$ cat src/isa_pkg.sv
// LEGv8 subset word and field types, opcode values and instruction field positions
package isa_pkg;

  typedef logic [31:0] word_t;    // Data, address and instruction word
  typedef logic [4:0]  reg_idx_t;
  typedef logic [10:0] opcode_t;  // Bits 31:21

  // R-type
  localparam opcode_t OP_ADD  = 11'b10001011000;
  localparam opcode_t OP_SUB  = 11'b11001011000;
  localparam opcode_t OP_AND  = 11'b10001010000;
  localparam opcode_t OP_ORR  = 11'b10101010000;

  // D-type
  localparam opcode_t OP_LDUR = 11'b11111000010;
  localparam opcode_t OP_STUR = 11'b11111000000;

  localparam int    NUM_REGS = 32;
  localparam word_t PC_STEP  = 32'd4;

  // Field positions
  localparam int RD_LSB   = 0;   // Rd, also Rt for loads and stores
  localparam int RN_LSB   = 5;
  localparam int RM_LSB   = 16;
  localparam int DT_LSB   = 12;  // D-type address offset
  localparam int DT_WIDTH = 9;

  // Top of the opcode field
  localparam int OP_MSB   = 31;

endpackage

$ cat src/pipe_pkg.sv
// Control bundle, pipeline register structs, ALU operation and forwarding source enums
package pipe_pkg;
  import isa_pkg::*;

  typedef enum logic [1:0] {
    ALU_AND = 2'b00,
    ALU_ORR = 2'b01,
    ALU_ADD = 2'b10,
    ALU_SUB = 2'b11
  } alu_op_e;

  typedef enum logic [1:0] {
    FWD_NONE = 2'b00,  // Register file value
    FWD_WB   = 2'b01,
    FWD_MEM  = 2'b10
  } fwd_sel_e;

  typedef struct packed {
    alu_op_e alu_op;
    logic    alu_src;     // Second operand from imm
    logic    mem_read;
    logic    mem_write;
    logic    reg_write;
    logic    mem_to_reg;
  } ctrl_t;

  typedef struct packed {
    logic     valid;
    ctrl_t    ctrl;
    word_t    rdata1;
    word_t    rdata2;
    word_t    imm;
    reg_idx_t rn;
    reg_idx_t rm_sel;
    reg_idx_t rd;
  } id_ex_t;

  typedef struct packed {
    logic     valid;
    ctrl_t    ctrl;
    word_t    alu_result;
    word_t    store_data;
    reg_idx_t rd;
  } ex_mem_t;

  typedef struct packed {
    logic     valid;
    logic     reg_write;
    logic     mem_to_reg;
    word_t    alu_result;
    word_t    load_data;
    reg_idx_t rd;
  } mem_wb_t;

endpackage

$ cat src/decode_unit.sv
// Main control decode, second read register select and D-type offset sign extension
module decode_unit (
  input  isa_pkg::word_t    instr,
  output pipe_pkg::ctrl_t   ctrl,
  output isa_pkg::reg_idx_t rm_sel,
  output isa_pkg::word_t    imm
);
  import isa_pkg::*;
  import pipe_pkg::*;

  opcode_t opcode;

  assign opcode = instr[OP_MSB -: $bits(opcode_t)];

  always_comb begin
    ctrl = '0;  // Unknown opcodes become a bubble
    case (opcode)
      OP_ADD: begin
        ctrl.alu_op    = ALU_ADD;
        ctrl.reg_write = 1'b1;
      end
      OP_SUB: begin
        ctrl.alu_op    = ALU_SUB;
        ctrl.reg_write = 1'b1;
      end
      OP_AND: begin
        ctrl.alu_op    = ALU_AND;
        ctrl.reg_write = 1'b1;
      end
      OP_ORR: begin
        ctrl.alu_op    = ALU_ORR;
        ctrl.reg_write = 1'b1;
      end
      OP_LDUR: begin
        ctrl.alu_op     = ALU_ADD;  // Base plus offset
        ctrl.alu_src    = 1'b1;
        ctrl.mem_read   = 1'b1;
        ctrl.reg_write  = 1'b1;
        ctrl.mem_to_reg = 1'b1;
      end
      OP_STUR: begin
        ctrl.alu_op    = ALU_ADD;
        ctrl.alu_src   = 1'b1;
        ctrl.mem_write = 1'b1;
      end
      default: ;
    endcase
  end

  // Stores read Rt as the data register
  assign rm_sel = (opcode == OP_STUR) ? instr[RD_LSB +: $bits(reg_idx_t)]
                                      : instr[RM_LSB +: $bits(reg_idx_t)];

  assign imm = {{($bits(word_t) - DT_WIDTH){instr[DT_LSB + DT_WIDTH - 1]}},
                instr[DT_LSB +: DT_WIDTH]};

endmodule

$ cat src/reg_file.sv
// Register file with index-valued reset contents and write-first read ports
module reg_file (
  input  logic              CLOCK,
  input  logic              arst_n,
  input  isa_pkg::reg_idx_t rd_idx_a,
  input  isa_pkg::reg_idx_t rd_idx_b,
  input  logic              wr_en,
  input  isa_pkg::reg_idx_t wr_idx,
  input  isa_pkg::word_t    wr_data,
  output isa_pkg::word_t    rd_data_a,
  output isa_pkg::word_t    rd_data_b
);
  import isa_pkg::*;

  word_t regs [NUM_REGS];

  always_ff @(posedge CLOCK or negedge arst_n) begin
    if (!arst_n) begin
      for (int i = 0; i < NUM_REGS; i++) begin
        regs[i] <= word_t'(i);  // Each register holds its own index
      end
    end else if (wr_en) begin
      regs[wr_idx] <= wr_data;
    end
  end

  // Writeback in the decode cycle is seen straight away
  assign rd_data_a = (wr_en && wr_idx == rd_idx_a) ? wr_data : regs[rd_idx_a];
  assign rd_data_b = (wr_en && wr_idx == rd_idx_b) ? wr_data : regs[rd_idx_b];

endmodule

$ cat src/hazard_unit.sv
// Load-use stall detection and execute operand forwarding select
module hazard_unit (
  input  isa_pkg::reg_idx_t  id_rn,
  input  isa_pkg::reg_idx_t  id_rm,
  input  pipe_pkg::ctrl_t    ex_ctrl,
  input  isa_pkg::reg_idx_t  ex_rd,
  input  isa_pkg::reg_idx_t  ex_rn,
  input  isa_pkg::reg_idx_t  ex_rm,
  input  isa_pkg::reg_idx_t  mem_rd,
  input  logic               mem_reg_write,
  input  isa_pkg::reg_idx_t  wb_rd,
  input  logic               wb_reg_write,
  output logic               stall,
  output pipe_pkg::fwd_sel_e fwd_a,
  output pipe_pkg::fwd_sel_e fwd_b
);
  import isa_pkg::*;
  import pipe_pkg::*;

  // Newest result wins
  function automatic fwd_sel_e pick_source(reg_idx_t src);
    if (mem_reg_write && mem_rd == src) begin
      return FWD_MEM;
    end else if (wb_reg_write && wb_rd == src) begin
      return FWD_WB;
    end
    return FWD_NONE;
  endfunction

  // Load data is not ready until MEM/WB
  assign stall = ex_ctrl.mem_read && (ex_rd == id_rn || ex_rd == id_rm);

  assign fwd_a = pick_source(ex_rn);
  assign fwd_b = pick_source(ex_rm);

endmodule

$ cat src/execute_unit.sv
// Forwarding operand muxes, ALU operation select and ALU
module execute_unit (
  input  pipe_pkg::id_ex_t   ex,
  input  pipe_pkg::fwd_sel_e fwd_a,
  input  pipe_pkg::fwd_sel_e fwd_b,
  input  isa_pkg::word_t     mem_result,
  input  isa_pkg::word_t     wb_result,
  output isa_pkg::word_t     alu_result,
  output isa_pkg::word_t     store_data
);
  import isa_pkg::*;
  import pipe_pkg::*;

  word_t op_a;
  word_t reg_b;  // Forwarded Rm or Rt
  word_t op_b;

  function automatic word_t fwd_mux(fwd_sel_e sel, word_t reg_val);
    case (sel)
      FWD_MEM: return mem_result;
      FWD_WB:  return wb_result;
      default: return reg_val;
    endcase
  endfunction

  assign op_a  = fwd_mux(fwd_a, ex.rdata1);
  assign reg_b = fwd_mux(fwd_b, ex.rdata2);
  assign op_b  = ex.ctrl.alu_src ? ex.imm : reg_b;

  always_comb begin
    case (ex.ctrl.alu_op)
      ALU_AND: alu_result = op_a & op_b;
      ALU_ORR: alu_result = op_a | op_b;
      ALU_ADD: alu_result = op_a + op_b;
      ALU_SUB: alu_result = op_a - op_b;
      default: alu_result = '0;
    endcase
  end

  assign store_data = reg_b;

endmodule

$ cat src/legv8_pipeline.sv
// Five-stage LEGv8 core top with PC, pipeline registers, memory ports and writeback select
module legv8_pipeline (
  input  logic           CLOCK,
  input  logic           arst_n,
  output isa_pkg::word_t pc,
  input  isa_pkg::word_t instr,
  output isa_pkg::word_t mem_addr,
  output isa_pkg::word_t mem_wdata,
  output logic           mem_read,
  output logic           mem_write,
  input  isa_pkg::word_t mem_rdata
);
  import isa_pkg::*;
  import pipe_pkg::*;

  word_t    if_id_instr;
  logic     if_id_valid;
  id_ex_t   id_ex;
  id_ex_t   id_ex_d;
  ex_mem_t  ex_mem;
  mem_wb_t  mem_wb;

  ctrl_t    dec_ctrl;
  reg_idx_t dec_rm_sel;
  word_t    dec_imm;
  reg_idx_t id_rn;
  reg_idx_t id_rd;
  word_t    rf_a;
  word_t    rf_b;

  logic     stall;
  fwd_sel_e fwd_a;
  fwd_sel_e fwd_b;
  word_t    ex_alu_result;
  word_t    ex_store_data;

  logic     wb_we;
  word_t    wb_data;

  assign id_rn = if_id_instr[RN_LSB +: $bits(reg_idx_t)];
  assign id_rd = if_id_instr[RD_LSB +: $bits(reg_idx_t)];

  // Fetch
  always_ff @(posedge CLOCK or negedge arst_n) begin
    if (!arst_n) begin
      pc          <= '0;
      if_id_instr <= '0;
      if_id_valid <= 1'b0;
    end else if (!stall) begin
      pc          <= pc + PC_STEP;
      if_id_instr <= instr;
      if_id_valid <= 1'b1;
    end
  end

  decode_unit decode_unit_inst (
    .instr  (if_id_instr),
    .ctrl   (dec_ctrl),
    .rm_sel (dec_rm_sel),
    .imm    (dec_imm)
  );

  reg_file reg_file_inst (
    .CLOCK     (CLOCK),
    .arst_n    (arst_n),
    .rd_idx_a  (id_rn),
    .rd_idx_b  (dec_rm_sel),
    .wr_en     (wb_we),
    .wr_idx    (mem_wb.rd),
    .wr_data   (wb_data),
    .rd_data_a (rf_a),
    .rd_data_b (rf_b)
  );

  hazard_unit hazard_unit_inst (
    .id_rn         (id_rn),
    .id_rm         (dec_rm_sel),
    .ex_ctrl       (id_ex.ctrl),
    .ex_rd         (id_ex.rd),
    .ex_rn         (id_ex.rn),
    .ex_rm         (id_ex.rm_sel),
    .mem_rd        (ex_mem.rd),
    .mem_reg_write (ex_mem.valid & ex_mem.ctrl.reg_write),
    .wb_rd         (mem_wb.rd),
    .wb_reg_write  (wb_we),
    .stall         (stall),
    .fwd_a         (fwd_a),
    .fwd_b         (fwd_b)
  );

  always_comb begin
    id_ex_d = '0;  // Bubble while stalled
    if (!stall) begin
      id_ex_d.valid  = if_id_valid;
      id_ex_d.ctrl   = dec_ctrl;
      id_ex_d.rdata1 = rf_a;
      id_ex_d.rdata2 = rf_b;
      id_ex_d.imm    = dec_imm;
      id_ex_d.rn     = id_rn;
      id_ex_d.rm_sel = dec_rm_sel;
      id_ex_d.rd     = id_rd;
    end
  end

  execute_unit execute_unit_inst (
    .ex         (id_ex),
    .fwd_a      (fwd_a),
    .fwd_b      (fwd_b),
    .mem_result (ex_mem.alu_result),
    .wb_result  (wb_data),
    .alu_result (ex_alu_result),
    .store_data (ex_store_data)
  );

  always_ff @(posedge CLOCK or negedge arst_n) begin
    if (!arst_n) begin
      id_ex  <= '0;
      ex_mem <= '0;
      mem_wb <= '0;
    end else begin
      id_ex <= id_ex_d;

      ex_mem.valid      <= id_ex.valid;
      ex_mem.ctrl       <= id_ex.ctrl;
      ex_mem.alu_result <= ex_alu_result;
      ex_mem.store_data <= ex_store_data;
      ex_mem.rd         <= id_ex.rd;

      mem_wb.valid      <= ex_mem.valid;
      mem_wb.reg_write  <= ex_mem.ctrl.reg_write;
      mem_wb.mem_to_reg <= ex_mem.ctrl.mem_to_reg;
      mem_wb.alu_result <= ex_mem.alu_result;
      mem_wb.load_data  <= mem_rdata;
      mem_wb.rd         <= ex_mem.rd;
    end
  end

  // Data memory port, word indexed
  assign mem_addr  = ex_mem.alu_result;
  assign mem_wdata = ex_mem.store_data;
  assign mem_read  = ex_mem.valid & ex_mem.ctrl.mem_read;
  assign mem_write = ex_mem.valid & ex_mem.ctrl.mem_write;

  assign wb_we   = mem_wb.valid & mem_wb.reg_write;
  assign wb_data = mem_wb.mem_to_reg ? mem_wb.load_data : mem_wb.alu_result;

endmodule

$ cat config.mk
export PLATFORM = sky130hd
export DESIGN_NAME = legv8_pipeline
export DESIGN_NICKNAME = d
export VERILOG_FILES = /design/src/isa_pkg.sv /design/src/pipe_pkg.sv /design/src/decode_unit.sv /design/src/reg_file.sv /design/src/hazard_unit.sv /design/src/execute_unit.sv /design/src/legv8_pipeline.sv
export SDC_FILE = /design/constraint.sdc
export NUM_CORES = 2
export LEC_CHECK = 0
export BUFFER_PORTS_ARGS = -buffer_cell sky130_fd_sc_hd__buf_2
export CAP_MARGIN = 20
export CORE_UTILIZATION = 45
export DETAILED_ROUTE_END_ITERATION = 10
export SYNTH_ARGS = -nofsm -noshare
export SYNTH_HDL_FRONTEND = slang
export SYNTH_SLANG_ARGS = --single-unit
export TNS_END_PERCENT = 20
$ cat constraint.sdc
create_clock -name CLOCK -period 15.3 [get_ports CLOCK]
set_input_delay 3.06 -clock CLOCK [delete_from_list [all_inputs] [get_ports CLOCK]]
set_output_delay 3.06 -clock CLOCK [all_outputs]
set_load 0.02 [all_outputs]
==> metrics.md <==
| Metric | Value |
|---|---|
| Status | finished clean |
| CP max stage delay | 0.92 ns |
| Register-to-register setup slack | 7.53 ns |
| CP delay by family, top | compound AO/OA/AOI/OAI gates |
| Slew HR | a little under a fifth |
| DRT iter0 DRCs | about 6300 |
| RSZ-0062 raised after global routing | no |
| Largest net degree at the start of global routing | ~170 |
| Async SR Flop Fraction | 100% |
| Reg clk slew, reported paths | 0.06 ns |
| Die area | roughly 160000 um2 |
| Clock network fraction of design power | 46.5% |
| Layout Skew | between 0.02 and 0.025 ns |
| Setup TNS | 0 ns |
| Nets@finish | approximately 7400 |
| CTS sink cnt | ~1300 |
| Share of layout cells above drive strength 1 | between 10% and 20% |
| Die height | around 400 um |
| Static Leak | 32.6 nW |
| Worst Setup Start Kind | flip-flop |
| Routing usage on met2 | a little under half |
| Cell Area, Synth | about 70000 um2 |
| Max_cap viols | 0 |
| Area leader, netlist | dfrtp_1 |
| CTS buffer count | approximately 150 |
| Comb pwr share | 7.6% |
| Post CTS Setup Buffer Count | 0 |
| Compound-Gate Fraction of Synth Area | between 10 and 15% |
| Clock root buffer | clkbuf_16 |
| Yosys reg bits | around 1300 |
| Fin crit share | 50.8% |
| EDFF count, synth | 0 |
| GRT Util Overall | between 20% and 30% |
| Port Buffers | 159 |
| Worst EP required | around 16 ns |
| R2R depth | 22 |
| Net switching power | just under 2 mW |
| Seq. cell area | ~33000 um2 |
| I/O pin total | roughly 160 |
| Die W | 396 um |
| Row count | roughly 140 |
| Antenna violations before repair | 3 |
| Largest family of logic cells by synthesized area | simple AND/OR/NAND/NOR gates |
| Post-synthesis simple-gate area fraction | 19.1% |
| Top cells by area, synth | dfrtp_1 (45%), mux4_2 (10%), nand2_1 (8.3%) |
| Met1 usage | about two fifths |
| Mux cell area share after synthesis | approximately an eighth |
| Post-Syn Instances | 7552 |
| Footprint of the multi-input gates | 33700 um2 |
| XOR/XNOR share of the synthesized area | between 1.5 and 2% |
| Avg Inst Size Synth | 9.24 um2 |
| WP data arrival | between 8 and 9 ns |
| Yosys cell types | 78 |
| Synth Flop Type | dfrtp_1 |
| Resize count post-CTS | 0 |
| Worst r2r dst | mem_addr[31]$_DFF_PN0_ |
| Vias per cell | a little over 6 |
| Post-synthesis adder-cell area fraction | less than 1% |
| Worst hold start | id_ex[118]$_DFF_PN0_ |
| Max VDD drop | approximately 0.12 mV |
| # hold bufs at CTS | 0 |
| Routed Antenna Nets | 0 |
| Area Overhead vs Synth | 10.3% |
| CORE AREA | around 150000 um2 |
| Flop pwr share | 45.9% |
| Worst-Skew Late Latency | roughly 0.8 ns |
| Tightest Hold Check Type | flip-flop to flip-flop |
| Yosys top cell area share | 44.7% |
| Overflow left after global routing | 0 |
| Final Hold Fails | 0 |
| Clock buffer depth | 3 |
| CTS tree | built |
| Met3 Use GR | 5.38% |
| Sw frac | ~25% |
| Max Freq | ~130 MHz |
| Routability-driven placement congestion ratio | slightly above 0.9 |
| Hold depth | 0 |
| Yosys warnings | 0 |
| Final Slew Violations | 0 |
| Power per cell area | 102 nW/um2 |
| Final min period | around 7.8 ns |
| Htree depth | 4 |
| Crit Path Max Fanout | 35 |
| DRT Pass-1 Iters | 8 |
| Total power | roughly 8 mW |
| Worst Path Class, Setup | flip-flop to flip-flop |
| Cell Chain, Critical Path | buf_4, mux2i_4, buf_4, inv_1, nor3_1, o31ai_1, o32ai_1, o221ai_1, or2_0, nand2_1, xor2_1, ha_1, and3_1, a22o_1, o31ai_1, a21oi_1, o41ai_2, o21ai_0, a31oi_1, xnor2_1, o2111ai_1, nand2b_1 |
| Initial core utilization | between 40% and 50% |
| Crit end category | flip-flop |
| Worst Max-Slew Pin Slew | 1.23 ns |
| DR WL/cell | about 25 um |
| Cell Int Power | ~5.9 mW |
| Register area share after synthesis | 47.7% |
| End of the worst hold path | ex_mem[76]$_DFF_PN0_ |
| Crit Reg-Reg Startpoint | mem_wb[69]$_DFF_PN0_ |
| Drt drc | 0 |
| Vias | 57400 |
| Vias in the first global route | ~56000 |
| CP bufs+invs | 3 |
| First-pass GRT wire length | roughly 350000 um |
| Final HPWL DP | approximately 130000 um |
| Final setup violation count | 0 |
| Gr busiest metal | met2 |
| Max stage delay cell, worst path | dfrtp_4 |
| WL final | 234000 um |
| Filler Cell Count | 14100 |
==> cell type report <==
class / count / share of cell area, %
multi-input cells: 5422 / 43.9
flip-flops and latches: 1325 / 43.3
clock buffers: 225 / 5.71
well taps: 2044 / 3.33
repair buffers: 308 / 2.84
clock inverters: 45 / 0.726
inverters: 48 / 0.234
diodes: 3 / 0.00976
==> cells by family after synthesis <==
family	after synthesis
AND/OR/NAND/NOR	3156
multiplexers	429
AO/OA/AOI/OAI	1664
flip-flops	1325
buffers and inverters	806
adder cells (fa/ha/maj)	50
XOR/XNOR	121
other	1
==> through the flow <==
stage	area [um2]	util [%]	instances	setup slack, ns	hold slack, ns
2_1_floorplan	69700	-	7553	9.46	0.331
3_3_place_gp	71700	46.5	9133	7.49	0.336
3_5_place_dp	71800	46.6	9138	7.62	0.335
4_1_cts	76700	49.8	9408	7.57	0.351
5_1_grt	76900	49.9	9417	7.16	0.364
6_report	76900	49.9	9420	7.53	0.348
==> placed cells by master, fill, tap and decap left out, types with 9 or more instances in the layout <==
master / instances
ha_1: 36
nand2_4: 13
clkbuf_1: 43
nand2_1: 1526
o21a_1: 9
nor2b_1: 61
xor2_1: 40
inv_1: 46
clkbuf_8: 29
nand3_1: 555
nor3b_1: 10
clkinv_2: 21
a21oi_1: 767
buf_12: 20
nor2_1: 762
o21ai_0: 472
maj3_1: 13
bufinv_16: 10
buf_2: 158
mux2_2: 63
dfrtp_1: 1239
a311oi_1: 160
buf_4: 129
nor2_4: 16
nand2b_1: 10
clkbuf_16: 153
a21o_1: 16
o31ai_1: 44
and4_1: 13
and3_1: 76
a31oi_1: 52
xnor2_1: 79
nor3_1: 40
dfstp_2: 80
a211oi_1: 102
mux4_2: 320
mux2i_4: 34
nand4_1: 10
==> how the worst max path moves through the flow <==
stage | startpoint | end | slack, ns | depth (start not counted)
global placement | mem_wb[69]$_DFF_PN0_ | mem_addr[31]$_DFF_PN0_ | 7.49 | 21
floorplan | id_ex[7]$_DFF_PN0_ | mem_addr[31]$_DFF_PN0_ | 9.46 | 27
CTS | mem_wb[69]$_DFF_PN0_ | mem_addr[31]$_DFF_PN0_ | 7.57 | 22
global route | mem_wb[69]$_DFF_PN0_ | mem_addr[31]$_DFF_PN0_ | 7.16 | 22
detailed placement | mem_wb[69]$_DFF_PN0_ | mem_addr[31]$_DFF_PN0_ | 7.62 | 22
finish | mem_wb[69]$_DFF_PN0_ | mem_addr[31]$_DFF_PN0_ | 7.53 | 22
==> cell usage after synthesis, types with 44 or more instances <==
library cell	number
a211oi_1	102
mux4_2	320
and3_1	76
xnor2_1	79
o21ai_0	472
a31oi_1	52
inv_1	46
nor2b_1	65
buf_4	72
buf_2	78
nand3_1	557
mux2_2	65
a21oi_1	767
nor2_1	778
clkbuf_1	557
nand2_1	1539
o31ai_1	44
dfstp_2	80
a311oi_1	160
dfrtp_1	1245
==> flip-flops by register name, summed over array words and instances (netlist names) <==
register and cells:
ex_mem 9, id_ex 95, if_id_instr 30, if_id_valid 1, mem_addr 32, mem_wb 72
mem_wdata 32, pc 30, reg_file_inst.regs 1024
==> per-layer routing <==
layer  share of wire, %  vias to the layer above
met5                  0                        -
met2                 46                     2770
met1                 41                    28300
met3                9.1                      554
met4                4.2                        0
li1                   -                    25700
==> power by group through the flow <==
| stage | combinational, mW | clock, mW | sequential, mW |
|---|---|---|---|
| floorplan | 0.366 | 0 | 3.65 |
| global placement | 0.587 | 0 | 3.67 |
| detailed placement | 0.592 | 0 | 3.67 |
| CTS | 0.593 | 3.71 | 3.60 |
| global route | 0.646 | 3.84 | 3.61 |
| finish | 0.597 | 3.65 | 3.60 |
No activity file was read; power rests on OpenSTA's default activity.
